<file path="src/rtl/switch_pkg.sv">
package switch_pkg;

    localparam int DATA_W = 16;

    localparam int NUM_PORTS = 4;
    localparam int PORT_W = 2;
    localparam int NUM_PRIOS = 2;
    // queue index is {port, prio}
    localparam int NUM_QUEUES = NUM_PORTS * NUM_PRIOS;
    localparam int QUEUE_W = 3;

    localparam int PAGE_WORDS = 8;
    localparam int WORD_IDX_W = 3;
    localparam int NUM_PAGES = 32;
    localparam int PAGE_W = 5;

    // header word included
    localparam int MAX_PKT_WORDS = 32;
    localparam int LEN_W = $clog2(MAX_PKT_WORDS + 1);
    localparam int MAX_PKT_PAGES = 4;

    // header layout, first word of a packet
    localparam int HDR_PORT_LSB = 0;
    localparam int HDR_PRIO_BIT = 2;

    typedef enum logic {W_IDLE, W_DATA} wr_state_t;

    typedef enum logic [1:0] {R_IDLE, R_FETCH, R_STREAM} rd_state_t;

endpackage
</file>
<file path="src/rtl/page_buffer.sv">
`timescale 1ns/1ps

module page_buffer
    import switch_pkg::*;
(
    input  logic                  clk,
    input  logic                  wr_en,
    input  logic [PAGE_W-1:0]     wr_page,
    input  logic [WORD_IDX_W-1:0] wr_idx,
    input  logic [DATA_W-1:0]     wr_data,
    input  logic                  link_wr,
    input  logic [PAGE_W-1:0]     link_page,
    input  logic [PAGE_W-1:0]     link_next,
    input  logic                  len_wr,
    input  logic [PAGE_W-1:0]     len_page,
    input  logic [LEN_W-1:0]      len_value,
    input  logic [PAGE_W-1:0]     rd_page,
    input  logic [WORD_IDX_W-1:0] rd_idx,
    output logic [DATA_W-1:0]     rd_data,
    output logic [PAGE_W-1:0]     link_rd_next,
    output logic [LEN_W-1:0]      len_rd
);

    logic [DATA_W-1:0] words [NUM_PAGES * PAGE_WORDS];
    logic [PAGE_W-1:0] links [NUM_PAGES];
    // only meaningful on head pages
    logic [LEN_W-1:0]  lens  [NUM_PAGES];

    always_ff @(posedge clk) begin
        if (wr_en) begin
            words[{wr_page, wr_idx}] <= wr_data;
        end
        if (link_wr) begin
            links[link_page] <= link_next;
        end
        if (len_wr) begin
            lens[len_page] <= len_value;
        end
        rd_data <= words[{rd_page, rd_idx}];
    end

    assign link_rd_next = links[rd_page];
    assign len_rd       = lens[rd_page];

endmodule

</file>
<file path="config.mk">
export PLATFORM = sky130hd
export DESIGN_NAME = page_buffer
export DESIGN_NICKNAME = d
export VERILOG_FILES = /design/src/rtl/switch_pkg.sv /design/src/rtl/page_buffer.sv
export SDC_FILE = /design/constraint.sdc
export NUM_CORES = 2
export LEC_CHECK = 0
export CAP_MARGIN = 20
export CORE_MARGIN = 5
export CORE_UTILIZATION = 40
export CTS_CLUSTER_SIZE = 12
export DETAILED_ROUTE_END_ITERATION = 12
export DONT_BUFFER_PORTS = 1
export PLACE_DENSITY = 0.63
export SYNTH_ARGS = -nofsm -noshare
export SYNTH_HDL_FRONTEND = slang
export SYNTH_MEMORY_MAX_BITS = 65536
export SYNTH_SLANG_ARGS = --single-unit
</file>
<file path="constraint.sdc">
create_clock -name clk -period 2.2 [get_ports clk]
set_input_delay 0 -clock clk [delete_from_list [all_inputs] [get_ports clk]]
set_output_delay 0 -clock clk [all_outputs]
set_load 0.03 [all_outputs]
</file>
* After elaboration in Yosys (flattened, before gate mapping)
Memory sizes are Yosys's and may differ from the RTL's. A register that Yosys moved wholly into a read port is not among the register bits.
Cells that the tools add are included.
** Cells by class
- Muxes and demuxes :: 6
** Operators by type and width (count)
- $mux W1 :: 6
** Word-level totals
- Output and inout port bits :: 27
- RAM bits :: 4448
- Word-level logic and storage cells :: 9
- Register bits after elaboration :: 0
- Bits of input ports :: 57
- Memories kept :: 3
** Memory list
- words :: words 256, width 16, rd ports 1, clocked after memory_dff 1, write ports 1, line page_buffer.sv:24 : logic [DATA_W-1:0] words [NUM_PAGES * PAGE_WORDS];
- lens :: words 32, width 6, rd ports 1, clocked after memory_dff 0, write ports 1, line page_buffer.sv:27 : logic [LEN_W-1:0] lens [NUM_PAGES];
- links :: words 32, width 5, rd ports 1, clocked after memory_dff 0, write ports 1, line page_buffer.sv:25 : logic [PAGE_W-1:0] links [NUM_PAGES];

* Longest topological paths before layout
- Depth after elaboration :: 2
- Depth in mapped cells :: 13
- Mapped depth without buffers :: 6

* Least setup slack after synthesis
No wires, ideal clock.
- Path type :: in2reg
- From :: in wr_idx[0]
- To :: mem words[129][0] (enable)
- Cell stages on the path :: 4
- Library setup time :: 0.409 ns
- Required time :: 1.791 ns
- Arrival time :: 1.802 ns
- Buffers on the path :: 1
- Slack :: -0.011 ns
- Cells stage by stage :: clkbuf_1 -> nor2b_1 -> nand2_1 -> nor3_1
** RTL lines
- from (decl) :: line page_buffer.sv:9 : input logic [WORD_IDX_W-1:0] wr_idx,
- to (decl) :: line page_buffer.sv:24
No word-level cell before the write port.

* Final worst setup path
- From :: mem links[22][2]
- To :: out link_rd_next[2]
** Between the ends
- Cells in the longest elaborated chain, start to end :: 1
** RTL lines
- from (decl) :: line page_buffer.sv:25
- $mem_v2 Z32 W5
- to (decl) :: line page_buffer.sv:20 : output logic [PAGE_W-1:0] link_rd_next,
Every way passes these cells.

==> flow_metrics.env <==
export IMPL_post_dp_hpwl_mm=240.3
export IMPL_clock_latency_ps=1000
export IMPL_numCtsBuffers=449
export IMPL_clk_pin_slew_ps=60
export IMPL_final_cell_mix="edfxtp_1 (4448), mux4_2 (826), mux2i_1 (640)"
export IMPL_die_area_mm2=0.4462
export IMPL_worst_endpoint_arrival_ps=2730
export IMPL_portBuffers=0
export IMPL_htreeDepth=5
export IMPL_area_delta_synth_final_pct=15.79
export IMPL_maxSlewHeadroom=0.05226
export IMPL_wirelength_mm=459.4
export IMPL_critPathTopFamily="multiplexers"
export IMPL_slew_violations=0
export IMPL_synth_cell_types=54
export IMPL_drc=0
export IMPL_dpl_worst_slack_ps=-4809
export IMPL_rsz0062_at_grt="true"
export IMPL_outcome="finished with violations"
export IMPL_violations="negative hold slack, negative setup slack"
export IMPL_fin_crit_ps=2728
export IMPL_slowest_stage="mux4_2"
export IMPL_cts_buffer_depth=4
export IMPL_synth_simple_gate_area_frac=0.01485
export IMPL_dr_pass1_iters=6
export IMPL_grt_pass1_vias=85680
export IMPL_mostFrequentLayoutCell="edfxtp_1"
export IMPL_synth_compound_area_frac=0.03435
export IMPL_skew_ps=105.7
export IMPL_crit_top_cell="mux4_2"
export IMPL_max_cap_violations=0
export IMPL_crit_type="reg -> out"
export IMPL_p_leak_nw=64.04
export IMPL_io_pins=84
export IMPL_finalHoldWorstSlack_ps=-883.2
export IMPL_max_freq_mhz=366.6
export IMPL_crit_path_cell_trace="mux4_2 > mux4_2 > mux2_4"
export IMPL_start_util=0.4017
export IMPL_synth_seq_area_share=0.7731
export IMPL_critPathRequiredTime_ps=2200
export IMPL_synth_xor_area_frac=0
export IMPL_nets=8832
export IMPL_register_area_mm2=0.1339
export IMPL_ys_warn_count=0
export IMPL_grt_pass1_wl_mm=643.7
export IMPL_vias_per_cell=5.885
export IMPL_synth_area_mm2=0.1732
export IMPL_critPathLaunchType="flip-flop"
export IMPL_path_buf_inv=0
export IMPL_finalCritPeriodShare=1.240
export IMPL_final_setup_worst_slack_ps=-527.7
export IMPL_synthMuxAreaShare=0.1576
export IMPL_cts_tree="built"
export IMPL_yosys_top_cells_area="edfxtp_1 (77%), mux4_2 (10%), mux2i_1 (3.7%), o221ai_1 (1.7%), mux4_1 (1.1%)"
export IMPL_async_flop_share=0
export IMPL_pwr_density_cell_mw_per_mm2=862.5
export IMPL_yosysTopAreaCell="edfxtp_1"
export IMPL_grt_use_total=0.1984
export IMPL_overflow=0
export IMPL_fp_dieH_um=668.0
export IMPL_antenna_found_initial=23
export IMPL_peakVddDrop_uv=730.9
export IMPL_crit_fanout=1
export IMPL_drtIter0Drc=12110
export IMPL_fillerInstances=35070
export IMPL_final_layout_size_suffix_gt1_frac=0.2660
export IMPL_cts_sinks=4464
export IMPL_min_path_type="in -> reg"
export IMPL_multi_input_area_mm2=0.03683
export IMPL_ys_ff_latch=4464
export IMPL_avgRoutedWirePerCell_um=31.06
export IMPL_setup_viol_count_final=27
export IMPL_syn_inst=7918
export IMPL_worst_pin_slew_ps=1422
export IMPL_cts_setup_buffers=0
export IMPL_synth_edff_count=4448
export IMPL_rows=241
export IMPL_synth_top_area_frac=0.7712
export IMPL_synth_fa_ha_area_frac=0
export IMPL_worstSetupEndpointType="primary output"
export IMPL_place_gp_congestion=0.8448
export IMPL_synth_fp_nets=7975
export IMPL_synth_top_family_by_area="multiplexers"
export IMPL_postRouteAntennaNets=0
export IMPL_ctsRootBufferMaster="clkbuf_16"
export IMPL_die_x_um=668.0
export IMPL_core_mm2=0.4312
export IMPL_cpPeakStageDelay_ps=530
export IMPL_routed_via_count=87050
export IMPL_synth_avg_cell_area_um2=21.87
export IMPL_synthFlopType="edfxtp_1"
export IMPL_grt_max_degree=707
export IMPL_final_hold_viol_count=4017
[synth_stat cells (all sizes together) (16+ instances only)]
cell,n
mux2,75
nand3,40
buf,243
a221oi,16
nor4,27
dfxtp,16
o21ai,54
mux4,878
edfxtp,4448
o221ai,344
nor3,67
nand2,52
nor2,347
mux2i,640
o22ai,132
o32ai,16
a21oi,160
a22oi,28
a22o,32
clkbuf,221
o31ai,16
[final cells by class]
cell class | count | share of cell area
Timing Repair Buffer | 875 | 0.04666
Tap cell | 5710 | 0.03563
Clock buffer | 588 | 0.05962
Clock inverter | 157 | 0.006476
Inverter | 5 | 0.0001435
Antenna cell | 13 | 0.0001622
Multi-Input combinational cell | 2980 | 0.1837
Sequential cell | 4464 | 0.6676
[logic make-up after synthesis]
group	after synthesis
AOI/OAI and AO/OA	803
buffers and inverters	475
DFF	4464
muxes	1593
and+or+nand+nor	583
[registers in the layout, summed over array words and instances (netlist names)]
register,cells
lens,192
links,160
rd_data,16
words,4096
[routing by layer]
| layer | vias up | GRT usage | wire length, um |
|---|---|---|---|
| met3 | 745 | 0.04281 | 47110 |
| li1 | 35460 | - | - |
| met4 | 2 | 0.06026 | 15030 |
| met5 | - | 0 | 10 |
| met2 | 4729 | 0.3094 | 214700 |
| met1 | 46120 | 0.2814 | 182500 |
[path summary, 6_finish.rpt]
check	startpoint	to	slack, ps	depth (start not counted)
worst max-delay path	links[22][2]$_DFFE_PP_	link_rd_next[2]	-530	3
worst min-delay path	wr_data[8]	words[111][8]$_DFFE_PP_	-880	0
worst max register to register	words[59][6]$_DFFE_PP_	rd_data[6]$_DFF_P_	-200	6
worst min register to register	words[114][1]$_DFFE_PP_	rd_data[1]$_DFF_P_	1070	6
[worst register-to-register path: stages (launching register included)]
cell,delay [ps]
edfxtp_1,360
mux4_2,530
mux4_2,530
a22o_4,310
o32ai_4,290
buf_8,210
nor4_4,70
[stage by stage]
step / area, um^2 / cells / total power (W) / TNS (ps) / utilization
floorplan: 173200 / 7918 / 0.1007 / 0 / -
global placement: 184200 / 13910 / 0.1029 / -64570 / 0.4273
detailed placement: 184200 / 13910 / 0.1029 / -66740 / 0.4273
CTS: 199900 / 14750 / 0.1735 / -10270 / 0.4635
global route: 200500 / 14780 / 0.1780 / -9839 / 0.4650
finish: 200500 / 14790 / 0.1730 / -8743 / 0.4651
[report_power, final]
part	internal [W]	total, W	leakage [nW]	switching [W]
Combinational	0.00380	0.00849	17.5	0.00469
Sequential	0.0939	0.0941	40.1	0.000272
Clock	0.0392	0.0703	6.42	0.0311
Total	0.137	0.173	64.0	0.0361
[timing repair]
item / 4_1_cts / 5_1_grt
endpoints found under the hold margin: 8647 / 4120
pin swaps: 22 / 14
hold buffers: 77 / 10
cloned: 22 / 10
setup endpoints to repair: 27 / 59
resized for setup: 156 / 29
(Power assumes the default switching activity.)
