### src/rtl/switch_pkg.sv
package switch_pkg;

    localparam int DATA_W = 16;

    localparam int NUM_PORTS = 4;
    localparam int PORT_W = 2;
    localparam int NUM_PRIOS = 2;
    // queue index is {port, prio}
    localparam int NUM_QUEUES = NUM_PORTS * NUM_PRIOS;
    localparam int QUEUE_W = 3;

    localparam int PAGE_WORDS = 8;
    localparam int WORD_IDX_W = 3;
    localparam int NUM_PAGES = 32;
    localparam int PAGE_W = 5;

    // header word included
    localparam int MAX_PKT_WORDS = 32;
    localparam int LEN_W = $clog2(MAX_PKT_WORDS + 1);
    localparam int MAX_PKT_PAGES = 4;

    // header layout, first word of a packet
    localparam int HDR_PORT_LSB = 0;
    localparam int HDR_PRIO_BIT = 2;

    typedef enum logic {W_IDLE, W_DATA} wr_state_t;

    typedef enum logic [1:0] {R_IDLE, R_FETCH, R_STREAM} rd_state_t;

endpackage
### src/rtl/queue_table.sv
`timescale 1ns/1ps

module queue_table
    import switch_pkg::*;
(
    input  logic                               clk,
    input  logic                               rst_n,
    input  logic                               enq,
    input  logic [QUEUE_W-1:0]                 enq_queue,
    input  logic [PAGE_W-1:0]                  enq_head,
    input  logic                               deq,
    input  logic [QUEUE_W-1:0]                 deq_queue,
    output logic [NUM_QUEUES-1:0]              queue_nonempty,
    output logic [NUM_QUEUES-1:0][PAGE_W-1:0]  head_pages
);

    logic [PAGE_W-1:0] head  [NUM_QUEUES];
    logic [PAGE_W-1:0] tail  [NUM_QUEUES];
    logic [PAGE_W:0]   count [NUM_QUEUES];
    // next packet's head page, indexed by head page
    logic [PAGE_W-1:0] chain [NUM_PAGES];
    logic              enq_to_empty;

    // a dequeue of the last packet in the same cycle leaves the queue empty
    assign enq_to_empty = (count[enq_queue] == '0) ||
                          (deq && deq_queue == enq_queue && count[enq_queue] == 1);

    always_ff @(posedge clk) begin
        if (!rst_n) begin
            for (int q = 0; q < NUM_QUEUES; q++) begin
                count[q] <= '0;
            end
        end else begin
            for (int q = 0; q < NUM_QUEUES; q++) begin
                count[q] <= count[q]
                          + (PAGE_W + 1)'(enq && enq_queue == QUEUE_W'(q))
                          - (PAGE_W + 1)'(deq && deq_queue == QUEUE_W'(q));
            end
        end
    end

    always_ff @(posedge clk) begin
        if (deq) begin
            head[deq_queue] <= chain[head[deq_queue]];
        end
        if (enq) begin
            if (enq_to_empty) begin
                head[enq_queue] <= enq_head;
            end else begin
                chain[tail[enq_queue]] <= enq_head;
            end
            tail[enq_queue] <= enq_head;
        end
    end

    always_comb begin
        for (int q = 0; q < NUM_QUEUES; q++) begin
            queue_nonempty[q] = (count[q] != '0);
            head_pages[q]     = head[q];
        end
    end

    a_no_deq_empty: assert property (@(posedge clk) disable iff (!rst_n)
        deq |-> queue_nonempty[deq_queue]);

endmodule

### config.mk
export PLATFORM = sky130hd
export DESIGN_NAME = queue_table
export DESIGN_NICKNAME = d
export VERILOG_FILES = /design/src/rtl/switch_pkg.sv /design/src/rtl/queue_table.sv
export SDC_FILE = /design/constraint.sdc
export NUM_CORES = 1
export LEC_CHECK = 0
export BUFFER_PORTS_ARGS = -buffer_cell sky130_fd_sc_hd__buf_4
export CAP_MARGIN = 20
export CORE_ASPECT_RATIO = 0.9
export CORE_UTILIZATION = 45
export CTS_CLUSTER_SIZE = 16
export DETAILED_ROUTE_END_ITERATION = 16
export MAX_ROUTING_LAYER = met4
export PLACE_DENSITY = 0.71
export SYNTH_ARGS = -nofsm -noshare
export SYNTH_HDL_FRONTEND = slang
export SYNTH_SLANG_ARGS = --single-unit
### constraint.sdc
create_clock -name clk -period 3.3 [get_ports clk]
set_input_delay 0.33 -clock clk [delete_from_list [all_inputs] [get_ports clk]]
set_output_delay 0.33 -clock clk [all_outputs]
set_load 0.01 [all_outputs]
# ---- After elaboration in Yosys (flattened, before gate mapping)
# Memories as Yosys holds them, arrays and structs flattened.
# Cells that the tools add are included.
dict set report op_classes {
  n_addsub 16
  eq_ne 16
  n_mux 20
  n_bitwise 8
  reduce_logical 30
}
# cell n
set op_table {}
lappend op_table {{$add 6x1->6} 8}
lappend op_table {{$mux 6} 8}
lappend op_table {{$reduce_bool 6->1} 8}
lappend op_table {{$sub 6x1->6} 8}
lappend op_table {{$eq 3x3->1 const B} 8}
lappend op_table {{$logic_and 1x1->1} 18}
lappend op_table {{$eq 3x2->1 const B} 4}
lappend op_table {{$mux 1} 12}
lappend op_table {{$or 1x1->1} 8}
lappend op_table {{$eq 3x1->1 const B} 2}
lappend op_table {{$eq 6x1->1 const B} 1}
lappend op_table {{$logic_not 3->1} 2}
lappend op_table {{$logic_not 6->1} 1}
lappend op_table {{$eq 3x3->1} 1}
lappend op_table {{$logic_or 1x1->1} 1}
dict set report totals {
  register_bits 0
  ram_bits 288
  input_bits 15
  output_inout_bits 48
  word_cells 94
  n_memories 4
}
# memory words word_bits read_ports rd_clocked_by_memory_dff wr line_no
set memory_table {}
lappend memory_table {chain 32 5 1 0 1 queue_table.sv:21} ;# logic [PAGE_W-1:0] chain [NUM_PAGES];
lappend memory_table {count 8 6 9 0 8 queue_table.sv:19} ;# logic [PAGE_W:0] count [NUM_QUEUES];
lappend memory_table {head 8 5 9 0 2 queue_table.sv:17} ;# logic [PAGE_W-1:0] head [NUM_QUEUES];
lappend memory_table {tail 8 5 1 0 1 queue_table.sv:18} ;# logic [PAGE_W-1:0] tail [NUM_QUEUES];

# ---- Logic depth before layout (Yosys ltp)
dict set report depth {
  depth_word 7
  depth_mapped 14
  ltp_nobuf 12
}

# ---- Least setup slack after synthesis
# No wires, ideal clock.
dict set report synth_path {
  path_type {input to register}
  from {input port enq_queue[0]}
  to {memory count[2][4] in the netlist's numbering}
  setup_ns 0.116
  arrival_time_ns 2.909
  t_required_ns 3.184
  path_slack_ns 0.275
  cell_stages 11
  n_path_buf 4
  path_cell_list {clkbuf_1 buf_2 buf_1 clkbuf_1 nor3_1 ha_1 fa_1 a21oi_1 nor2_1 or3_1 and3_1}
}
# element line_no
set synth_lines {}
lappend synth_lines {{from (decl)} queue_table.sv:9} ;# input logic [QUEUE_W-1:0] enq_queue,
lappend synth_lines {{to (decl)} queue_table.sv:19}

==> results.yml <==
place:
  dp.cells: 1560
  io_buffers: 62
  place_ws_ps: 26.2
  post_dp_cell_area_mm2: 0.0150
  routabilityCongestion: 0.888
  dp_hpwl_um: 23000
finish:
  area_growth_pct: 13.7
  antenna_cells: 0
  num-nets-final: 1276
  postLayoutCellArea_mm2: 0.0159
  layout_common_cells: "edfxtp_1 (240), nand2_1 (97), buf_4 (92)"
  regArea_mm2: 0.00817
  instances_no_fill: 1616
  fill_cells: 2578
  drive_gt1_share_pct: 17.6
  multi_input_area_mm2: 0.00521
  final_common_cell: "edfxtp_1"
power_and_ir_drop:
  ir_drop_mv: 0.525
  swShare_pct: 28.1
  clockPowerShare_pct: 32.6
  comb_power_share_pct: 24.1
  pwr-share-seq_pct: 43.4
  internal-power_mw: 7.19
  p_leak_nw: 5.90
  p_switching_mw: 2.82
  p_per_area_mw_per_mm2: 629
run_status:
  status: "finished, final reports clean"
cts:
  cts_buffers: 30
  path_clk_slew_ps: 60
  cts-resized-gates: 0
  cts_buffer_depth: 3
  clock-sinks: 288
  clk_latency_ps: 550
  postCtsSetupBuffers: 0
  cts_tree: "built"
  root_buffer: "clkbuf_16"
  cts.hold.buffers_added: 0
  cts_htree_levels: 1
sta:
  slew_viol_final: 0
  finalSetupTns_ps: 0
  tightest_slew_ps: 890
  fmax_ghz: 0.310
  period_share_pct: 97.7
  setup_viol: 0
  skew_ps: 13.7
  setup_ws_ps: 77.5
  final-hold-violation-count: 0
  slew-limit-headroom_pct: 40.2
  final.min_clock_period_ps: 3220
  rsz0062_at_grt: "no"
setup_path:
  worst-setup-path-type: "reg2reg"
  worst_setup_path_end_kind: "flip-flop"
  cp_top_family: "simple AND/OR/NAND/NOR gates"
  required_ps: 3600
  cp_max_fo: 29
  slowest_stage: "mux4_2"
  max_stage_delay_ps: 470
  r2r_slack_ps: 80
  worstSetupStartpointType: "flip-flop"
  path_buf_inv: 1
  arrival_ps: 3520
  cp_cell_sequence: "mux4_2 > or2_0 > and2_4 > buf_12 > nand2_1 > nand4_1 > a41oi_1 > and4bb_4 > mux2_2"
yosys:
  synth_edf_count: 240
  netlist-cell-type-count: 68
  ys_async_sr_fraction_pct: 0
  ys_warn_count: 0
  synth_cells: 1114
  ys_ff_latch: 288
  syn_nets: 1201
  yosysSeqAreaShare_pct: 58.3
  syn_area_mm2: 0.0140
  synth_ff_type: "edfxtp_1"
  synth_area_per_cell_um2: 12.6
global_route:
  antenna_found_initial: 0
  grtUsageTotal_pct: 21.8
  grt_remaining_overflow: 0
  grt_pass1_vias: 9050
  grt_max_degree: 49
  grt_first_pass_wirelength_um: 51900
die:
  core_area_mm2: 0.0303
  die_w_um: 188
  start_util_pct: 46.3
  rows: 60
  ios: 63
  dieArea_mm2: 0.0318
  die_y_um: 169
route:
  drt_first_pass_iters: 5
  detailroute.via_count: 9064
  antenna_left: 0
  drc: 0
  viasPerCell: 5.61
  post_drt_wl_per_cell_um: 20.6
  wl_um: 33300
  drtIter0Drc: 795
job:
  drv_cap: 0
worst_hold_path:
  min_path_type: "in2reg"
-- layout make-up --
class	instances	share of cell area (%)
flip-flops and latches	288	51.3
multi-input cells	693	32.8
clock buffers	37	5.02
repair buffers	97	4.97
well taps	403	3.17
inverters	79	1.86
clock inverters	19	0.889
-- synth_stat cells, types with 3 or more instances --
cell | n | area share, %
a211oi_1 | 20 | 1.1
a21o_1 | 8 | 0.43
a21oi_1 | 39 | 1.4
a221oi_1 | 5 | 0.31
a22oi_1 | 6 | 0.32
a2bb2oi_1 | 3 | 0.19
a31oi_1 | 17 | 0.76
a41oi_1 | 5 | 0.31
and2_1 | 38 | 1.7
and3_1 | 26 | 1.2
and4bb_4 | 3 | 0.35
buf_1 | 3 | 0.080
buf_2 | 9 | 0.32
buf_4 | 5 | 0.27
buf_6 | 7 | 0.56
clkbuf_1 | 27 | 0.72
dfxtp_1 | 48 | 6.9
edfxtp_1 | 240 | 51
fa_1 | 8 | 1.1
ha_1 | 64 | 5.7
inv_1 | 79 | 2.1
mux2_2 | 44 | 3.5
mux2i_1 | 38 | 2.7
mux4_2 | 12 | 1.9
nand2_1 | 97 | 2.6
nand2b_1 | 9 | 0.40
nand3_1 | 8 | 0.29
nand3b_1 | 5 | 0.27
nand4_1 | 32 | 1.4
nor2_1 | 71 | 1.9
nor2_2 | 3 | 0.13
nor2b_1 | 6 | 0.27
nor3_1 | 7 | 0.25
nor4_1 | 3 | 0.13
o211ai_1 | 10 | 0.54
o21ai_0 | 26 | 0.93
o21bai_1 | 8 | 0.43
o22ai_1 | 6 | 0.27
or3_1 | 14 | 0.63
xnor2_1 | 4 | 0.25
xor2_1 | 22 | 1.4
-- metal layers --
| layer | track usage [%] | part of all wire, % | wire [um] | vias to the layer above |
|---|---|---|---|---|
| li1 | - | - | - | 4256 |
| met1 | 27.7 | 41 | 13700 | 4405 |
| met2 | 35.9 | 49 | 16200 | 352 |
| met3 | 4.20 | 7.9 | 2630 | 51 |
| met4 | 5.48 | 2.3 | 763 | 0 |
| met5 | - | 0 | 0 | - |
-- logic make-up after synthesis --
family,synth area share (%)
AOI/OAI and AO/OA,8.30
adders and majority gates,6.86
and+or+nand+nor,12.1
buffers and inverters,4.43
DFF,58.3
xor gates and xnor gates,1.63
muxes,8.35
-- through the flow --
| step | power (mW) | hold WS [ps] | utilization [%] |
|---|---|---|---|
| after floorplan | 6.10 | 429 | - |
| after global placement | 6.73 | 638 | 49.5 |
| after detailed placement | 6.82 | 643 | 49.5 |
| after CTS | 10.0 | 254 | 52.6 |
| after global routing | 10.5 | 273 | 52.6 |
| final | 10.0 | 258 | 52.6 |
-- path summary, 6_finish.rpt --
path / startpoint / end / depth (start not counted)
hold / removal: rst_n / count[5][1]$_SDFF_PN0_ / 2
setup reg to reg: head[0][1]$_DFFE_PP_ / head[6][1]$_DFFE_PP_ / 9
hold reg to reg: count[6][1]$_SDFF_PN0_ / count[6][1]$_SDFF_PN0_ / 2
setup / recovery: head[0][1]$_DFFE_PP_ / head[6][1]$_DFFE_PP_ / 9
-- state kept, by name, indices dropped and copies added (netlist names) --
name   count
tail      40
head      40
count     48
chain    160
-- power groups by stage --
| stage | Combinational, mW | Clock [mW] | Sequential (mW) |
|---|---|---|---|
| 6_report | 2.41 | 3.26 | 4.34 |
| 5_1_grt | 2.72 | 3.43 | 4.36 |
| 4_1_cts | 2.42 | 3.28 | 4.34 |
| 3_5_place_dp | 2.40 | 0 | 4.42 |
| 3_3_place_gp | 2.32 | 0 | 4.41 |
| 2_1_floorplan | 1.71 | 0 | 4.39 |
Note: power is estimated with default switching activity, not from simulation.
