==> config.mk <==
export PLATFORM = sky130hd
export DESIGN_NAME = write_ctrl
export DESIGN_NICKNAME = d
export VERILOG_FILES = /design/src/rtl/switch_pkg.sv /design/src/rtl/write_ctrl.sv /design/src/rtl/page_word_counter.sv
export SDC_FILE = /design/constraint.sdc
export NUM_CORES = 1
export LEC_CHECK = 0
export ABC_AREA = 1
export BUFFER_PORTS_ARGS = -buffer_cell sky130_fd_sc_hd__buf_2
export CAP_MARGIN = 15
export CELL_PAD_IN_SITES_DETAIL_PLACEMENT = 1
export CELL_PAD_IN_SITES_GLOBAL_PLACEMENT = 1
export CORE_ASPECT_RATIO = 1.2
export CORE_MARGIN = 2
export CORE_UTILIZATION = 32
export DETAILED_ROUTE_END_ITERATION = 10
export HOLD_SLACK_MARGIN = 0.15
export PLACE_DENSITY_LB_ADDON = 0.1
export SLEW_MARGIN = 20
export SYNTH_ARGS = -nofsm -noshare
export SYNTH_HDL_FRONTEND = slang
export SYNTH_SLANG_ARGS = --single-unit
==> constraint.sdc <==
create_clock -name clk -period 3.5 [get_ports clk]
set_input_delay 0.35 -clock clk [delete_from_list [all_inputs] [get_ports clk]]
set_output_delay 0.35 -clock clk [all_outputs]
set_load 0.05 [all_outputs]
==> src/rtl/switch_pkg.sv <==
package switch_pkg;

    localparam int DATA_W = 16;

    localparam int NUM_PORTS = 4;
    localparam int PORT_W = 2;
    localparam int NUM_PRIOS = 2;
    // queue index is {port, prio}
    localparam int NUM_QUEUES = NUM_PORTS * NUM_PRIOS;
    localparam int QUEUE_W = 3;

    localparam int PAGE_WORDS = 8;
    localparam int WORD_IDX_W = 3;
    localparam int NUM_PAGES = 32;
    localparam int PAGE_W = 5;

    // header word included
    localparam int MAX_PKT_WORDS = 32;
    localparam int LEN_W = $clog2(MAX_PKT_WORDS + 1);
    localparam int MAX_PKT_PAGES = 4;

    // header layout, first word of a packet
    localparam int HDR_PORT_LSB = 0;
    localparam int HDR_PRIO_BIT = 2;

    typedef enum logic {W_IDLE, W_DATA} wr_state_t;

    typedef enum logic [1:0] {R_IDLE, R_FETCH, R_STREAM} rd_state_t;

endpackage
==> src/rtl/write_ctrl.sv <==
`timescale 1ns/1ps

module write_ctrl
    import switch_pkg::*;
(
    input  logic                  clk,
    input  logic                  rst_n,
    input  logic                  in_vld,
    input  logic                  in_sop,
    input  logic                  in_eop,
    input  logic [DATA_W-1:0]     in_data,
    input  logic                  in_full,
    output logic                  alloc_req,
    input  logic [PAGE_W-1:0]     alloc_page,
    output logic                  wr_en,
    output logic [PAGE_W-1:0]     wr_page,
    output logic [WORD_IDX_W-1:0] wr_idx,
    output logic [DATA_W-1:0]     wr_data,
    output logic                  link_wr,
    output logic [PAGE_W-1:0]     link_page,
    output logic [PAGE_W-1:0]     link_next,
    output logic                  len_wr,
    output logic [PAGE_W-1:0]     len_page,
    output logic [LEN_W-1:0]      len_value,
    output logic                  enq,
    output logic [QUEUE_W-1:0]    enq_queue,
    output logic [PAGE_W-1:0]     enq_head
);

    wr_state_t         state;
    logic              start;
    logic              accept;
    logic              need_page;
    logic              enq_pend;
    logic [PAGE_W-1:0] cur_page;
    logic [PAGE_W-1:0] head_page;
    logic [QUEUE_W-1:0] pkt_queue;
    logic [LEN_W-1:0]  pkt_len;
    logic [LEN_W-1:0]  word_count;
    logic              page_last;

    assign start  = (state == W_IDLE) && in_vld && in_sop;
    assign accept = start || ((state == W_DATA) && in_vld);

    // header word and the first word of every later page
    assign alloc_req = start || ((state == W_DATA) && in_vld && need_page);

    assign wr_en   = accept;
    assign wr_page = alloc_req ? alloc_page : cur_page;
    assign wr_data = in_data;

    assign link_wr   = (state == W_DATA) && alloc_req;
    assign link_page = cur_page;
    assign link_next = alloc_page;

    assign len_wr    = enq_pend;
    assign len_page  = head_page;
    assign len_value = pkt_len;
    assign enq       = enq_pend;
    assign enq_queue = pkt_queue;
    assign enq_head  = head_page;

    page_word_counter wr_count (
        .clk        (clk),
        .rst_n      (rst_n),
        .clear      (accept && in_eop),
        .step       (accept),
        .word_idx   (wr_idx),
        .word_count (word_count),
        .page_last  (page_last)
    );

    always_ff @(posedge clk) begin
        if (!rst_n) begin
            state     <= W_IDLE;
            need_page <= 1'b0;
            enq_pend  <= 1'b0;
        end else begin
            enq_pend <= accept && in_eop;
            if (alloc_req) begin
                need_page <= 1'b0;
            end else if (accept && page_last && !in_eop) begin
                need_page <= 1'b1;
            end
            if (start && !in_eop) begin
                state <= W_DATA;
            end else if (accept && in_eop) begin
                state <= W_IDLE;
            end
        end
    end

    always_ff @(posedge clk) begin
        if (alloc_req) begin
            cur_page <= alloc_page;
        end
        if (start) begin
            head_page <= alloc_page;
            pkt_queue <= {in_data[HDR_PORT_LSB +: PORT_W], in_data[HDR_PRIO_BIT]};
        end
        if (accept && in_eop) begin
            pkt_len <= word_count + 1'b1;
        end
    end

    // in_full is a packet-level gate from the top
    a_no_sop_full: assert property (@(posedge clk) disable iff (!rst_n)
        in_vld && in_sop |-> !in_full);

endmodule

==> src/rtl/page_word_counter.sv <==
`timescale 1ns/1ps

module page_word_counter
    import switch_pkg::*;
(
    input  logic                  clk,
    input  logic                  rst_n,
    input  logic                  clear,
    input  logic                  step,
    output logic [WORD_IDX_W-1:0] word_idx,
    output logic [LEN_W-1:0]      word_count,
    output logic                  page_last
);

    // clear wins over step
    always_ff @(posedge clk) begin
        if (!rst_n || clear) begin
            word_idx   <= '0;
            word_count <= '0;
        end else if (step) begin
            word_idx   <= word_idx + 1'b1;
            word_count <= word_count + 1'b1;
        end
    end

    // word_idx wraps on its own at a page boundary
    assign page_last = (word_idx == WORD_IDX_W'(PAGE_WORDS - 1));

endmodule

### After elaboration in Yosys (flattened, before gate mapping)

Index checks and enable logic that the tools add are counted.

| cells by class | value |
|---|---|
| add/sub/neg operators | 2 |
| multipliers | 0 |
| div/mod/pow operators | 0 |
| magnitude comparators | 0 |
| equality and inequality tests | 1 |
| shift operators | 0 |
| mux-type cells | 3 |
| bitwise operators | 2 |
| reduce and logical (&&, ||, !) cells | 16 |

Operators by type and width:

| operator | count |
|---|---|
| logical AND 1 bit | 9 |
| adder 6 x 1 -> 6 bit, second input constant | 1 |
| two-way mux 5 bit | 1 |
| adder 3 x 1 -> 3 bit, second input constant | 1 |
| equality test 3 bit, second input constant | 1 |
| logical OR 1 bit | 3 |
| zero test 1 bit | 2 |
| two-way mux 1 bit | 2 |
| inverter 1 bit | 2 |
| nonzero test 2 bit | 1 |
| OR reduction 2 bit | 1 |

| storage, ports and cells | value |
|---|---|
| register bits | 31 |
| bits in latches | 0 |
| memory bits (writable) | 0 |
| ROM bits | 0 |
| bits of input ports | 27 |
| output and inout port bits | 58 |
| logic and storage cells | 33 |
| memories kept | 0 |

### Longest topological paths before layout

| depth | value |
|---|---|
| depth after elaboration | 7 |
| depth in mapped cells | 8 |

### Cells and area by module

A second synthesis with hierarchy kept.

| unflattened totals | value |
|---|---|
| cells, all modules | 149 |
| area, all modules | 1466.4 µm² |

Modules (own cells, without submodules):

| module | instances | cells an instance | area an instance (µm²) | sequential area each (µm²) |
|---|---|---|---|---|
| write_ctrl | 1 | 99 | 1038.5 | 580.6 |
| page_word_counter | 1 | 50 | 427.9 | 180.2 |

### Least setup slack after synthesis

OpenSTA, ideal clock, no wires.

| path | value |
|---|---|
| path kind | input-to-output |
| start point | input in_sop |
| end point | output wr_page[0] |
| data arrival time | 1.703 ns |
| data required time | 3.150 ns |
| slack | 1.447 ns |
| stages on the path | 6 |
| cells stage by stage | nand2_1 > nor2_1 > nor2_4 > inv_2 > nand2_1 > nand2_1 |

| on the way | value |
|---|---|
| longest elaborated chain between the ends | 3 |

Ends and longest elaborated chain:

| item | line | source |
|---|---|---|
| start, declared | write_ctrl.sv:9 | `input logic in_sop,` |
| logical AND 1 bit | write_ctrl.sv:42 | `assign start = (state == W_IDLE) && in_vld && in_sop;` |
| via start | write_ctrl.sv:31 | `logic start;` |
| logical OR 1 bit | write_ctrl.sv:46 | `assign alloc_req = start \|\| ((state == W_DATA) && in_vld && need_page);` |
| via alloc_req | write_ctrl.sv:13 | `output logic alloc_req,` |
| two-way mux 5 bit | n/a |  |
| end, declared | write_ctrl.sv:16 | `output logic [PAGE_W-1:0] wr_page,` |

The timed path passes the listed nets, and every way through them passes these cells.

### Worst setup path after layout

| path | value |
|---|---|
| start point | register state |
| end point | output wr_page[4] |

| on the way | value |
|---|---|
| longest elaborated chain between the ends | 5 |
| elaborated cells on any way between the ends | 7 |
| classes of those cells | mux (1); bitwise (1); reduce/logical (5) |

Ends and longest elaborated chain:

| item | line | source |
|---|---|---|
| start, declared | write_ctrl.sv:30 | `wr_state_t state;` |
| start signal, assigned | write_ctrl.sv:75 | `state <= W_IDLE;` |
| start signal, assigned | write_ctrl.sv:86 | `state <= W_DATA;` |
| start signal, assigned | write_ctrl.sv:88 | `state <= W_IDLE;` |
| inverter 1 bit | write_ctrl.sv:42 |  |
| logical AND 1 bit (2 in series) | write_ctrl.sv:42 |  |
| via start | write_ctrl.sv:31 |  |
| logical OR 1 bit | write_ctrl.sv:46 |  |
| two-way mux 5 bit | n/a |  |

The timed path passes the listed nets, and every way through them passes these cells.

==> metrics.yaml <==
worst_setup_path:
  crit_end: "wr_page[4]"
  timing.rr.end: "wr_count.word_idx[0]"
  path_cells: "nor2_1, buf_4, nor2_4, inv_2, nand2_1, nand2_1, buf_2"
  r2r_start: "state"
  crit_path_frequent_cell: "nand2_1"
  cp-start-kind: "flop"
  worst_ep_required_time_ns: 3.15
  endpoint_kind: "output pin"
  cp-startpoint: "state"
  crit_arrival_ns: 1.50
  path_class: "flop to output pin"
  max_stage_delay_ns: 0.34
  crit_slowest_cell: "dfxtp_1"
  r2r_slack_ns: 2.00
  r2r_cells: 5
  cp_max_fo: 9
cts:
  post_cts_resize_count: 0
  htree_levels: 2
  clk_pin_slew_worst_paths_ns: 0.06
  cts_hold_buf: 0
  clock_latency_ns: 0.28
  cts_sinks: 31
  cts.path.max_buffers: 2
  cts_tree: "built"
  cts_buffers: 5
  cts_setup_buffers: 0
  clock-root-buffer: "clkbuf_8"
run_status:
  outcome: "complete, no violations"
floorplanning:
  placementRows: 26
  start_util: 0.330
  chipHeight_microns: 76.3
  dieArea_sq_um: 4900
  core_area_sq_um: 4230
  fp.dieW_microns: 64.2
  ioPinCount: 85
route:
  routed_wl_microns: 2890
  highest_layer: "met4"
  drt-met1-wl_microns: 1040
  drtIter0Drc: 25
  vias: 1037
  routedWlPerCell_microns: 12.1
  drt_first_pass_iters: 2
  avgViaCountPerCell: 4.34
  drc: 0
  route.met2.wl_microns: 1450
  drt.antenna.violating_nets: 0
  routed-wl-met3_microns: 343
yosys:
  ys_seq_elements: 31
  syn_area_sq_um: 1390
  syn_inst: 147
  syn_area_per_cell_sq_um: 9.48
  synth_nets: 177
  yosysWarnings: 0
  ys_types: 18
  ys_seq_area_frac: 0.546
finish:
  final_area_sq_um: 1630
  fill_cells: 523
  insertedDiodeCount: 0
  drive_above_1_share: 0.383
  areaGrowthSynthToFinish_pct: 16.6
  nets: 213
  finish.utilization: 0.384
place:
  dp_worst_setup_slack_ns: 1.72
  io_buffers: 57
  postPlaceCellArea_sq_um: 1540
  gp_congestion: 0.735
  dp_hpwl_microns: 2310
global_routing:
  grt_pass1_wl_microns: 4730
  grt_pass1_vias: 1056
  antenna_found_initial: 0
  gr-usage-all-layers: 0.124
  gr-total-overflow: 0
  grt_start_max_net_pins: 12
pwr:
  power_density_nw_per_um2: 553
  power_w: 0.000900
  p_leak_nw: 0.825
  ir_drop_mv: 0.222
hold_path:
  holdCritPathClass: "primary input to flop"
sta:
  slew_viol_final: 0
  tightest_slew_ns: 0.420
  finalSetupViolations: 0
  final.setup.worst_slack_ns: 1.65
  grt_setup_unrepaired: "no"
  max_freq_mhz: 540
  worst_clock_skew_ns: 0.00437
  fin_setup_tns_ns: 0
  hold_viol: 0
  period_needed_ns: 1.85
  finalCritPeriodShare: 0.529
  relSlewSlack: 0.719
run:
  maxCapViolCount: 0
kinds of logic after synthesis:
group	synth area share
AOI/OAI and AO/OA	0.0359
and+or+nand+nor	0.178
xor gates and xnor gates	0.0189
adders and majority gates	0.0269
DFF	0.546
buffers and inverters	0.195
cell usage in the layout, fill, tap and decap left out:
cell type	instances
buf_2	57
nand2_1	39
dfxtp_1	17
edfxtp_1	14
inv_1	12
nor2_1	11
a21oi_1	6
clkbuf_8	6
nand3_1	4
xor2_1	3
ha_1	3
inv_2	2
nand2_4	2
a31oi_1	2
o21bai_1	1
nor2_4	1
or2_0	1
clkinv_2	1
buf_4	1
through the flow:
step | cells | hold WS (ns)
2_1_floorplan | 147 | 0.437
3_3_place_gp | 232 | 0.455
3_5_place_dp | 232 | 0.466
4_1_cts | 239 | 0.251
5_1_grt | 239 | 0.245
6_report | 239 | 0.259
Yosys cell counts:
| library cell | count | area share |
|---|---|---|
| buf_4 | 27 | 0.15 |
| dfxtp_1 | 17 | 0.24 |
| or2_0 | 1 | 0.0045 |
| xor2_1 | 3 | 0.019 |
| nand2_4 | 2 | 0.016 |
| nand2_1 | 39 | 0.11 |
| a21oi_1 | 6 | 0.022 |
| inv_1 | 12 | 0.032 |
| edfxtp_1 | 14 | 0.30 |
| o21bai_1 | 1 | 0.0054 |
| buf_6 | 1 | 0.0081 |
| nor2_1 | 11 | 0.030 |
| a31oi_1 | 2 | 0.0090 |
| inv_2 | 2 | 0.0054 |
| buf_2 | 1 | 0.0036 |
| nand3_1 | 4 | 0.014 |
| nor2_4 | 1 | 0.0081 |
| ha_1 | 3 | 0.027 |
state kept, by name, summed over array words and instances (netlist names):
register             cells
wr_count.word_idx        3
wr_count.word_count      6
link_page                5
state                    1
enq                      1
len_value                6
need_page                1
enq_queue                3
enq_head                 5
worst min-delay path by stage:
stage / depth (start not counted) / slack (ns) / end / from
global route: 1 / 0.25 / enq_queue[2] / in_data[1]
detailed placement: 2 / 0.47 / link_page[0] / link_page[0]
finish: 1 / 0.26 / enq_queue[2] / in_data[1]
floorplan: 2 / 0.44 / need_page / need_page
global placement: 2 / 0.45 / link_page[2] / link_page[2]
CTS: 1 / 0.25 / enq_queue[2] / in_data[1]
routing by layer:
metal | vias to the layer above | track usage
li1 | 503 | -
met1 | 469 | 0.120
met2 | 60 | 0.220
met3 | 5 | 0.0606
met4 | 0 | 0.0511
met5 | - | 0
layout make-up:
| cell class | count | area, sq um | share of cell area |
|---|---|---|---|
| flip-flops and latches | 31 | 761 | 0.468 |
| multi-input cells | 73 | 362 | 0.222 |
| repair buffers | 58 | 293 | 0.180 |
| clock buffers | 6 | 82.6 | 0.0508 |
| well taps | 56 | 70.1 | 0.0431 |
| inverters | 14 | 52.6 | 0.0323 |
| clock inverters | 1 | 5.00 | 0.00308 |
critical path, delay by kind of cell, from the launching register on:
| family | cells | cell delay [ns] |
|---|---|---|
| buf+inv | 3 | 0.48 |
| simple gates | 4 | 0.39 |
| flops | 1 | 0.34 |
report_power, final:
group          internal [W]  switching, W  total [W]
registers          0.000401    0.00000978   0.000411
clock network      0.000154      0.000122   0.000276
logic             0.0000426      0.000170   0.000213
(Power assumes the default switching activity.)
