===== config.mk =====
export PLATFORM = sky130hd
export DESIGN_NAME = read_sched
export DESIGN_NICKNAME = d
export VERILOG_FILES = /design/src/rtl/switch_pkg.sv /design/src/rtl/read_sched.sv /design/src/rtl/page_word_counter.sv
export SDC_FILE = /design/constraint.sdc
export NUM_CORES = 1
export LEC_CHECK = 0
export ABC_AREA = 1
export BUFFER_PORTS_ARGS = -buffer_cell sky130_fd_sc_hd__buf_2
export CORE_MARGIN = 2
export CORE_UTILIZATION = 45
export CTS_BUF_LIST = sky130_fd_sc_hd__clkbuf_4
export CTS_CLUSTER_DIAMETER = 120
export DETAILED_ROUTE_END_ITERATION = 6
export GPL_TIMING_DRIVEN = 1
export PLACE_DENSITY = 0.86
export SYNTH_ARGS = -nofsm -noshare
export SYNTH_HDL_FRONTEND = slang
export SYNTH_SLANG_ARGS = --single-unit

===== constraint.sdc =====
create_clock -name clk -period 3.2 [get_ports clk]
set_clock_uncertainty 0.15 [all_clocks]
set_input_delay 0.64 -clock clk [delete_from_list [all_inputs] [get_ports clk]]
set_output_delay 0.64 -clock clk [all_outputs]
set_load 0.005 [all_outputs]

===== src/rtl/switch_pkg.sv =====
package switch_pkg;

    localparam int DATA_W = 16;

    localparam int NUM_PORTS = 4;
    localparam int PORT_W = 2;
    localparam int NUM_PRIOS = 2;
    // queue index is {port, prio}
    localparam int NUM_QUEUES = NUM_PORTS * NUM_PRIOS;
    localparam int QUEUE_W = 3;

    localparam int PAGE_WORDS = 8;
    localparam int WORD_IDX_W = 3;
    localparam int NUM_PAGES = 32;
    localparam int PAGE_W = 5;

    // header word included
    localparam int MAX_PKT_WORDS = 32;
    localparam int LEN_W = $clog2(MAX_PKT_WORDS + 1);
    localparam int MAX_PKT_PAGES = 4;

    // header layout, first word of a packet
    localparam int HDR_PORT_LSB = 0;
    localparam int HDR_PRIO_BIT = 2;

    typedef enum logic {W_IDLE, W_DATA} wr_state_t;

    typedef enum logic [1:0] {R_IDLE, R_FETCH, R_STREAM} rd_state_t;

endpackage

===== src/rtl/read_sched.sv =====
`timescale 1ns/1ps

module read_sched
    import switch_pkg::*;
(
    input  logic                              clk,
    input  logic                              rst_n,
    input  logic [NUM_PORTS-1:0]              rd_ready,
    input  logic [NUM_QUEUES-1:0]             queue_nonempty,
    input  logic [NUM_QUEUES-1:0][PAGE_W-1:0] head_pages,
    output logic                              deq,
    output logic [QUEUE_W-1:0]                deq_queue,
    output logic [PAGE_W-1:0]                 rd_page,
    output logic [WORD_IDX_W-1:0]             rd_idx,
    input  logic [DATA_W-1:0]                 rd_data,
    input  logic [PAGE_W-1:0]                 link_rd_next,
    input  logic [LEN_W-1:0]                  len_rd,
    output logic                              free_req,
    output logic [PAGE_W-1:0]                 free_page,
    output logic                              out_vld,
    output logic                              out_sop,
    output logic                              out_eop,
    output logic [PORT_W-1:0]                 out_port,
    output logic [DATA_W-1:0]                 out_data
);

    rd_state_t          state;
    logic               pick_vld;
    logic [QUEUE_W-1:0] pick_q;
    logic               issue;
    logic               last_word;
    logic [PAGE_W-1:0]  cur_page;
    logic [PORT_W-1:0]  cur_port;
    logic [LEN_W-1:0]   pkt_len;
    logic [LEN_W-1:0]   word_count;
    logic               page_last;

    // later hits override, so prio 1 and the lowest port win
    always_comb begin
        pick_vld = 1'b0;
        pick_q   = '0;
        for (int pr = 0; pr < NUM_PRIOS; pr++) begin
            for (int p = NUM_PORTS - 1; p >= 0; p--) begin
                if (queue_nonempty[p * NUM_PRIOS + pr] && rd_ready[p]) begin
                    pick_vld = 1'b1;
                    pick_q   = QUEUE_W'(p * NUM_PRIOS + pr);
                end
            end
        end
    end

    assign deq       = (state == R_IDLE) && pick_vld;
    assign deq_queue = pick_q;

    assign issue     = (state == R_STREAM);
    assign last_word = (word_count == pkt_len - 1'b1);
    assign rd_page   = cur_page;

    // page goes back once its last word has been addressed
    assign free_req  = issue && (page_last || last_word);
    assign free_page = cur_page;

    page_word_counter rd_count (
        .clk        (clk),
        .rst_n      (rst_n),
        .clear      (state == R_IDLE),
        .step       (issue),
        .word_idx   (rd_idx),
        .word_count (word_count),
        .page_last  (page_last)
    );

    always_ff @(posedge clk) begin
        if (!rst_n) begin
            state   <= R_IDLE;
            out_vld <= 1'b0;
            out_sop <= 1'b0;
            out_eop <= 1'b0;
        end else begin
            out_vld <= issue;
            out_sop <= issue && (word_count == '0);
            out_eop <= issue && last_word;
            case (state)
                R_IDLE:   if (pick_vld) state <= R_FETCH;
                R_FETCH:  state <= R_STREAM;
                R_STREAM: if (last_word) state <= R_IDLE;
                default:  state <= R_IDLE;
            endcase
        end
    end

    always_ff @(posedge clk) begin
        if (deq) begin
            cur_page <= head_pages[pick_q];
            cur_port <= pick_q[QUEUE_W-1 -: PORT_W];
        end else if (issue && page_last && !last_word) begin
            cur_page <= link_rd_next;
        end
        if (state == R_FETCH) begin
            pkt_len <= len_rd;
        end
        out_port <= cur_port;
    end

    // memory read data lines up with the delayed strobes
    assign out_data = rd_data;

    // head page carries a written packet length
    a_fetch_len: assert property (@(posedge clk) disable iff (!rst_n)
        state == R_FETCH |-> (len_rd != '0) && (len_rd <= LEN_W'(MAX_PKT_WORDS)));

endmodule


===== src/rtl/page_word_counter.sv =====
`timescale 1ns/1ps

module page_word_counter
    import switch_pkg::*;
(
    input  logic                  clk,
    input  logic                  rst_n,
    input  logic                  clear,
    input  logic                  step,
    output logic [WORD_IDX_W-1:0] word_idx,
    output logic [LEN_W-1:0]      word_count,
    output logic                  page_last
);

    // clear wins over step
    always_ff @(posedge clk) begin
        if (!rst_n || clear) begin
            word_idx   <= '0;
            word_count <= '0;
        end else if (step) begin
            word_idx   <= word_idx + 1'b1;
            word_count <= word_count + 1'b1;
        end
    end

    // word_idx wraps on its own at a page boundary
    assign page_last = (word_idx == WORD_IDX_W'(PAGE_WORDS - 1));

endmodule


# ---- After elaboration in Yosys (flattened, before gate mapping)
# Index checks and enable logic that the tools add are counted.
dict set report totals {
  regBits 29
  out_inout_bits 39
}
dict set report op_classes {
  magnitude_cmp 1
  muxes 23
  addsub 3
  reduce_logical 22
  n_eq_ne 6
}
# operator count
set ops {}
lappend ops {{$mux W3} 8}
lappend ops {{$bmux W5 S3} 1}
lappend ops {{$mux W5} 3}
lappend ops {{$logic_and A1 B1 Y1} 14}
lappend ops {{$mux W1} 8}
lappend ops {{$add A6 B1 Y6 const B} 1}
lappend ops {{$eq A6 B6 Y1} 1}
lappend ops {{$logic_not A6 Y1} 1}
lappend ops {{$pmux W2 S3} 1}
lappend ops {{$sub A6 B1 Y6 const B} 1}
lappend ops {{$lt A3 B4 Y1 const B} 1}
lappend ops {{$mux W2} 2}
lappend ops {{$add A3 B1 Y3 const B} 1}
lappend ops {{$eq A3 B3 Y1 const B} 1}
lappend ops {{$eq A2 B1 Y1 const B} 1}
lappend ops {{$eq A2 B2 Y1 const B} 1}
lappend ops {{$logic_not A1 Y1} 2}
lappend ops {{$logic_not A2 Y1} 1}
lappend ops {{$logic_or A1 B1 Y1} 2}
lappend ops {{$ne A2 B1 Y1 const B} 1}
lappend ops {{$ne A2 B2 Y1 const B} 1}
lappend ops {{$reduce_and A2 Y1} 1}
lappend ops {{$reduce_bool A2 Y1} 1}

# ---- Longest topological paths before layout
# Gate-level depths: netlist of run 1.
dict set report logic_depth {
  depth_word 12
  mapped_depth 15
  depth_no_buf 14
}

# ---- Hierarchy
# From an unflattened synthesis of run 1, not the netlist that was laid out.
dict set report unflattened {
  cells_unflattened 265
  hier_area_um2 2000.7
}
# module seq_area_each_um2 cells_per_inst area_each_um2 n_inst
set modules_own_cells {}
lappend modules_own_cells {read_sched 530.5 215 1572.8 1}
lappend modules_own_cells {page_word_counter 180.2 50 427.9 1}

# ---- Worst setup path after synthesis of run 1
# OpenSTA, ideal clock, no wires.
dict set report synth_timing {
  kind {flip-flop to output port}
  start {reg pkt_len[0]}
  end {out free_req}
  arrival_ns 1.346
  setup_slack_ns 1.064
  path_stages_with_launch 10
  path_cell_list {edfxtp_1 > inv_1 > ha_1 > xor2_1 > o21ai_1 > nor2_1 > o21ai_0 > nor2_1 > nand2_1 > o21ai_1}
}
dict set report synth_via {
  elab_chain_len 4
}
# element line
set synth_rtl {}
lappend synth_rtl {{from (decl)} read_sched.sv:34} ;# logic [LEN_W-1:0] pkt_len;
lappend synth_rtl {{from (signal assigned)} read_sched.sv:100} ;# pkt_len <= len_rd;
lappend synth_rtl {{$sub A6 B1 Y6} read_sched.sv:56} ;# assign last_word = (word_count == pkt_len - 1'b1);
lappend synth_rtl {{$eq A6 B6 Y1} read_sched.sv:56}
lappend synth_rtl {{$logic_or A1 B1 Y1} read_sched.sv:60} ;# assign free_req = issue && (page_last || last_word);
lappend synth_rtl {{$logic_and A1 B1 Y1} read_sched.sv:60}
lappend synth_rtl {{to (decl)} read_sched.sv:18} ;# output logic free_req,
# Every way passes these cells.

# ---- Final worst setup path of run 1
# Ends and elaborated chain as after synthesis.

==> flow_summary.ini, run 1 <==
[synthesis]
mappedNetlistArea_mm2 = 0.00196
synth_top_cells_by_count = nand2_1, nor2_1, buf_4, nand3_1, inv_1
synth_edf_count = 13
yosys_warnings = 0
synthTopCellsByArea = edfxtp_1, dfxtp_1, nand2_1, buf_4, nand3_1
synthSimpleGateAreaFrac_pct = 30.2
synthXorXnorAreaFrac_pct = 4.02
synth_fa_ha_area_share_pct = 3.19
yosys_most_used_dff = dfxtp_1
syn_nets = 350
yosys-mux-area-fraction_pct = 2.55
syn_avg_cell_area_um2 = 7.43
async_flop_share_pct = 0
ys_seq_elements = 29
synth_top_family_by_area = simple AND/OR/NAND/NOR gates
ys_seq_area_share_pct = 36.2
synth_top_area_share_pct = 19.9
post-synth-top-count-cell = nand2_1
netlist_instances = 264
synth-compound-area-share_pct = 7.97
synth_cell_types = 29
yosys.area.top_type = edfxtp_1

[place]
io_buffers = 87
gp_congestion = 0.875
post-dp-hpwl_um = 3390
pre_cts_ws_ns = 0.438

[clock_network]
cts_tree = done
ctsRootBufferMaster = clkbuf_4
clk_pin_slew_worst_paths_ns = 0.09
postCtsHoldBufs = 0
postCtsSetupBuffers = 0
cts_max_level = 2
worst_skew_pair.late_latency_ns = 0.32
clockBufferDepth = 2
cts_sinks = 29
numCtsBuffers = 5
post_cts_resized = 0

[cells_and_area]
diodes = 0
area.growth.synth_to_final_pct = 18.4
drive_gt1_share_pct = 33.3
nNetsFinal = 418

[timing]
setup-violations-final = 0
setup_ws_ns = 0.440
fmax_ghz = 0.362
rsz0062_at_grt = false
fin_crit_ns = 2.76
hold_violations = 0
whs_ns = 0.210
slew_violations = 0
finalCritPeriodShare_pct = 86.3
slew_headroom_pct = 61.8
finalSetupTns_ns = 0
worstMarginPinSlew_ns = 0.570

[drt]
finalWirelength_um = 4090
drt_iter0_drc = 35
route.detailed.drc = 0
wl_per_cell_um = 10.6
num_vias = 1864
ant_nets = 0
first_pass_iters = 4
via_per_inst = 4.84

[global_routing]
grt_pass1_wl_um = 6910
antenna_found_initial = 0
grt_pass1_vias = 1720
overflow = 0
grt_max_degree = 33
grt.total_usage_pct = 17.3

[floorplanning]
core_area_mm2 = 0.00426
fp.dieH_um = 70.0
die_area_mm2 = 0.00490
io_pins = 120
row_count = 24
die-width_um = 70.0
start_util_pct = 46.0

[setup_path]
critical_path.startpoint = pkt_len[0]
cp.arrival_ns = 1.97
critPathCaptureType = primary output
rr_worst_depth = 10
path_max_fanout = 4
critPathKind = flop to primary output
r2r-end = free_page[4]
r2r-start = pkt_len[0]
reg2reg_slack_ns = 1.14
startpoint_type = flop
required_ns = 2.41

[power_and_ir_drop]
clockPowerShare_pct = 20.9
ir_drop_uv = 197
p_leak_nw = 1.21
combPwrFrac_pct = 32.0
p_per_area_mw_per_mm2 = 436
p_sw_share_pct = 32.8
p_switching_uw = 332
pwr-share-seq_pct = 47.1
p_int_uw = 681

[worst_hold_path]
hp-start = cur_port[1]
min_to = out_port[1]
hp-class = flop to flop
hold_depth = 0

[flow_run]
maxCapViolations = 0

[run_status]
status = complete, no violations
## registers in the layout, summed over array words and instances (netlist names)
register and cells:
out_eop 1, out_sop 1, free_page 5, out_vld 1, rd_count.word_count 6, state 2, out_port 2, cur_port 2
pkt_len 6, rd_count.word_idx 3
## worst max-delay path by stage
stage	end	slack, ns
2_1_floorplan	free_req	1.06
3_3_place_gp	deq	0.49
3_5_place_dp	deq	0.44
4_1_cts	free_req	0.42
5_1_grt	deq	0.27
6_report	free_req	0.44
## metal layers
layer	GRT usage (%)	share of wire, %	up-vias	wire length, um
li1	-	-	963	-
met1	18.2	42	827	1730
met2	32.6	50	66	2030
met3	3.90	5.7	8	234
met4	7.91	2.3	0	93
met5	0	0	-	0
## critical path, stage by stage (launching register included)
cell	delay (ns)
edfxtp_1	0.41
inv_1	0.11
ha_1	0.24
xor2_1	0.12
o21ai_1	0.08
nor2_1	0.12
o21ai_0	0.09
nor2_1	0.09
nand2_1	0.11
o21ai_1	0.15
buf_2	0.13
## area by class of cell
| type | instances | area (um^2) |
|---|---|---|
| timing repair buffer | 88 | 443 |
| multi-input combinational | 179 | 940 |
| fill | 406 | 1940 |
| sequential | 29 | 711 |
| clock buffer | 6 | 45.0 |
| tap | 52 | 65.1 |
| inverter | 29 | 109 |
| clock inverter | 2 | 10.0 |
## power groups by stage
| stage | Combinational, mW | Sequential [mW] | Clock [mW] |
|---|---|---|---|
| after floorplan | 0.239 | 0.486 | 0 |
| after global placement | 0.316 | 0.485 | 0 |
| after detailed placement | 0.325 | 0.487 | 0 |
| after CTS | 0.326 | 0.478 | 0.219 |
| after global routing | 0.369 | 0.485 | 0.233 |
| final | 0.324 | 0.477 | 0.212 |
## kinds of logic (layout without fill, tap and decap cells)
| logic type | Yosys count | after routing |
|---|---|---|
| muxes | 5 | 5 |
| xor gates and xnor gates | 9 | 9 |
| and+or+nand+nor | 133 | 133 |
| DFF | 29 | 29 |
| adders and majority gates | 5 | 5 |
| AOI/OAI and AO/OA | 27 | 27 |
| buffers and inverters | 56 | 125 |
## metrics by stage
stage,std cells,utilization [%],power [mW],area [um^2]
after floorplan,264,-,0.725,1960
after global placement,377,53.2,0.801,2270
after detailed placement,377,53.2,0.812,2270
after CTS,385,54.5,1.02,2320
after global routing,385,54.5,1.09,2320
final,385,54.5,1.01,2320
## cells in the final DEF (no fill, tap or decap), types with 2 or more instances in the layout
cell      instances
buf_2            87
nand2_1          67
nor2_1           28
nand3_1          22
inv_1            20
dfxtp_1          16
a21oi_1          14
edfxtp_1         13
inv_2             7
nor3_1            7
clkbuf_4          6
mux2i_1           5
a21boi_0          5
xor2_1            5
ha_1              5
xnor2_1           4
o21ai_1           4
nand2_2           2
a21oi_2           2
clkinv_1          2
nor3b_1           2
clkinv_2          2
(Power assumes the default switching activity.)
==> run 2: changes to the inputs <==
--- a/config.mk
+++ b/config.mk
@@ -13,6 +13,7 @@
 export CTS_CLUSTER_DIAMETER = 120
 export DETAILED_ROUTE_END_ITERATION = 6
 export GPL_TIMING_DRIVEN = 1
+export HOLD_SLACK_MARGIN = 0.12
 export PLACE_DENSITY = 0.86
 export SYNTH_ARGS = -nofsm -noshare
 export SYNTH_HDL_FRONTEND = slang
==> constraint.sdc (replaced) <==
create_clock -name clk -period 3.2 [get_ports clk]
set_clock_uncertainty 0.15 [all_clocks]
set_input_delay 0.8 -clock clk [delete_from_list [all_inputs] [get_ports clk]]
set_output_delay 0.8 -clock clk [all_outputs]
set_load 0.005 [all_outputs]
==> run 2 against run 1 <==
  * Total power grew 8.2%
  * Final area is 2.0% higher
  * Sequential cell count is the same
  * Final cell count is 0.78% higher
  * Sequential share of layout area decreased by 0.60 points
  * Sequential power about the same
  * Count of clock-buffer cells in the layout is the same
  * Via count is 2.6% lower
  * Fmax decreased by 4.9%
==> flow_summary.ini, run 2 (synthesis results as in run 1) <==
[run_status]
status = complete, no violations

[global_routing]
antenna_found_initial = 0
grt_pass1_vias = 1680
grt_pass1_wl_um = 6850
grt.total_usage_pct = 16.8
grt_max_degree = 31
overflow = 0

[drt]
finalWirelength_um = 3930
via_per_inst = 4.68
route.detailed.drc = 0
wl_per_cell_um = 10.1
first_pass_iters = 4
ant_nets = 0
drt_iter0_drc = 92
num_vias = 1815

[clock_network]
postCtsSetupBuffers = 0
numCtsBuffers = 5
clockBufferDepth = 2
ctsRootBufferMaster = clkbuf_4
post_cts_resized = 0
cts_max_level = 2
postCtsHoldBufs = 0
cts_tree = done
worst_skew_pair.late_latency_ns = 0.32
clk_pin_slew_worst_paths_ns = 0.09
cts_sinks = 29

[timing]
fin_crit_ns = 2.90
hold_violations = 0
whs_ns = 0.202
rsz0062_at_grt = false
worstMarginPinSlew_ns = 0.551
slew_headroom_pct = 63.2
finalSetupTns_ns = 0
slew_violations = 0
setup-violations-final = 0
fmax_ghz = 0.344
finalCritPeriodShare_pct = 90.7

[cells_and_area]
fill_cells = 394
area.growth.synth_to_final_pct = 20.7
drive_gt1_share_pct = 33.6
layout_commonest_cell = buf_2
regArea_um2 = 711
final_cell_mix = buf_2, nand2_1, nor2_1
nNetsFinal = 421
diodes = 0
instances_no_fill = 388
multiInputGateArea_um2 = 940

[setup_path]
max_stage_delay_ns = 0.39
cp.arrival_ns = 1.95
required_ns = 2.25
critPathCaptureType = primary output
critPathKind = flop to primary output
critPathBufInv = 2
cp_cell_sequence = inv_1, ha_1, xor2_1, o21ai_1, nor2_1, o21ai_0, nor2_1, nand2_1, o21ai_1, buf_2
startpoint_type = flop
path_max_fanout = 4
cp_top_family = flip-flops
slowest_stage = edfxtp_1

[power_and_ir_drop]
p_per_area_mw_per_mm2 = 463
power.total_mw = 1.10
ir_drop_uv = 191
p_leak_nw = 1.23

[place]
io_buffers = 87
gp_congestion = 0.862
place_inst = 380
post-dp-hpwl_um = 3310

[floorplanning]
io_pins = 120
fp.dieH_um = 70.0
start_util_pct = 46.0
core_area_mm2 = 0.00426
die_area_mm2 = 0.00490
die-width_um = 70.0
row_count = 24

[worst_hold_path]
hp-class = flop to flop

[flow_run]
maxCapViolations = 0
[run 2: cell types whose count changed in the layout (fill, tap and decap cells not counted)]
cell	delta
buf_4	+3
clkinv_2	-2
bufinv_16	+1
clkinv_1	+1
[run 2: metrics by stage]
step           cell area, um^2  setup slack, ns  utilization, %
6_report                  2370            0.296            55.5
5_1_grt                   2370           0.0497            55.5
4_1_cts                   2370            0.279            55.5
3_5_place_dp              2290            0.443            53.7
3_3_place_gp              2290            0.463            53.7
2_1_floorplan             1960            0.810               -
[run 2: worst paths after layout]
check              start            to  cells after the start  slack [ns]
min          cur_port[1]   out_port[1]                      0        0.20
max           pkt_len[0]      free_req                     10        0.30
max reg2reg   pkt_len[0]  free_page[0]                     10        1.16
min reg2reg  cur_port[1]   out_port[1]                      0        0.20
[run 2: report_power, final]
group / internal, mW / switching, mW
clock: 0.171 / 0.121
combinational: 0.144 / 0.183
sequential: 0.449 / 0.0286
total: 0.764 / 0.332
[run 2: cell type report]
class	instances	share of cell area, %
Multi-Input combinational cell	179	39.7
Tap cell	52	2.75
Clock inverter	2	1.43
Clock buffer	6	1.90
Timing Repair Buffer	91	19.7
Sequential cell	29	30.0
Inverter	29	4.60
[run 2: per-layer routing]
layer  wire, um  part of all wire, %  vias to the layer above  GRT usage, %
li1           -                    -                      973             -
met1       1690                   43                      767          19.5
met2       1910                   49                       69          30.2
met3        268                  6.8                        6          4.33
met4         54                  1.4                        0          5.34
met5          0                    0                        -             0
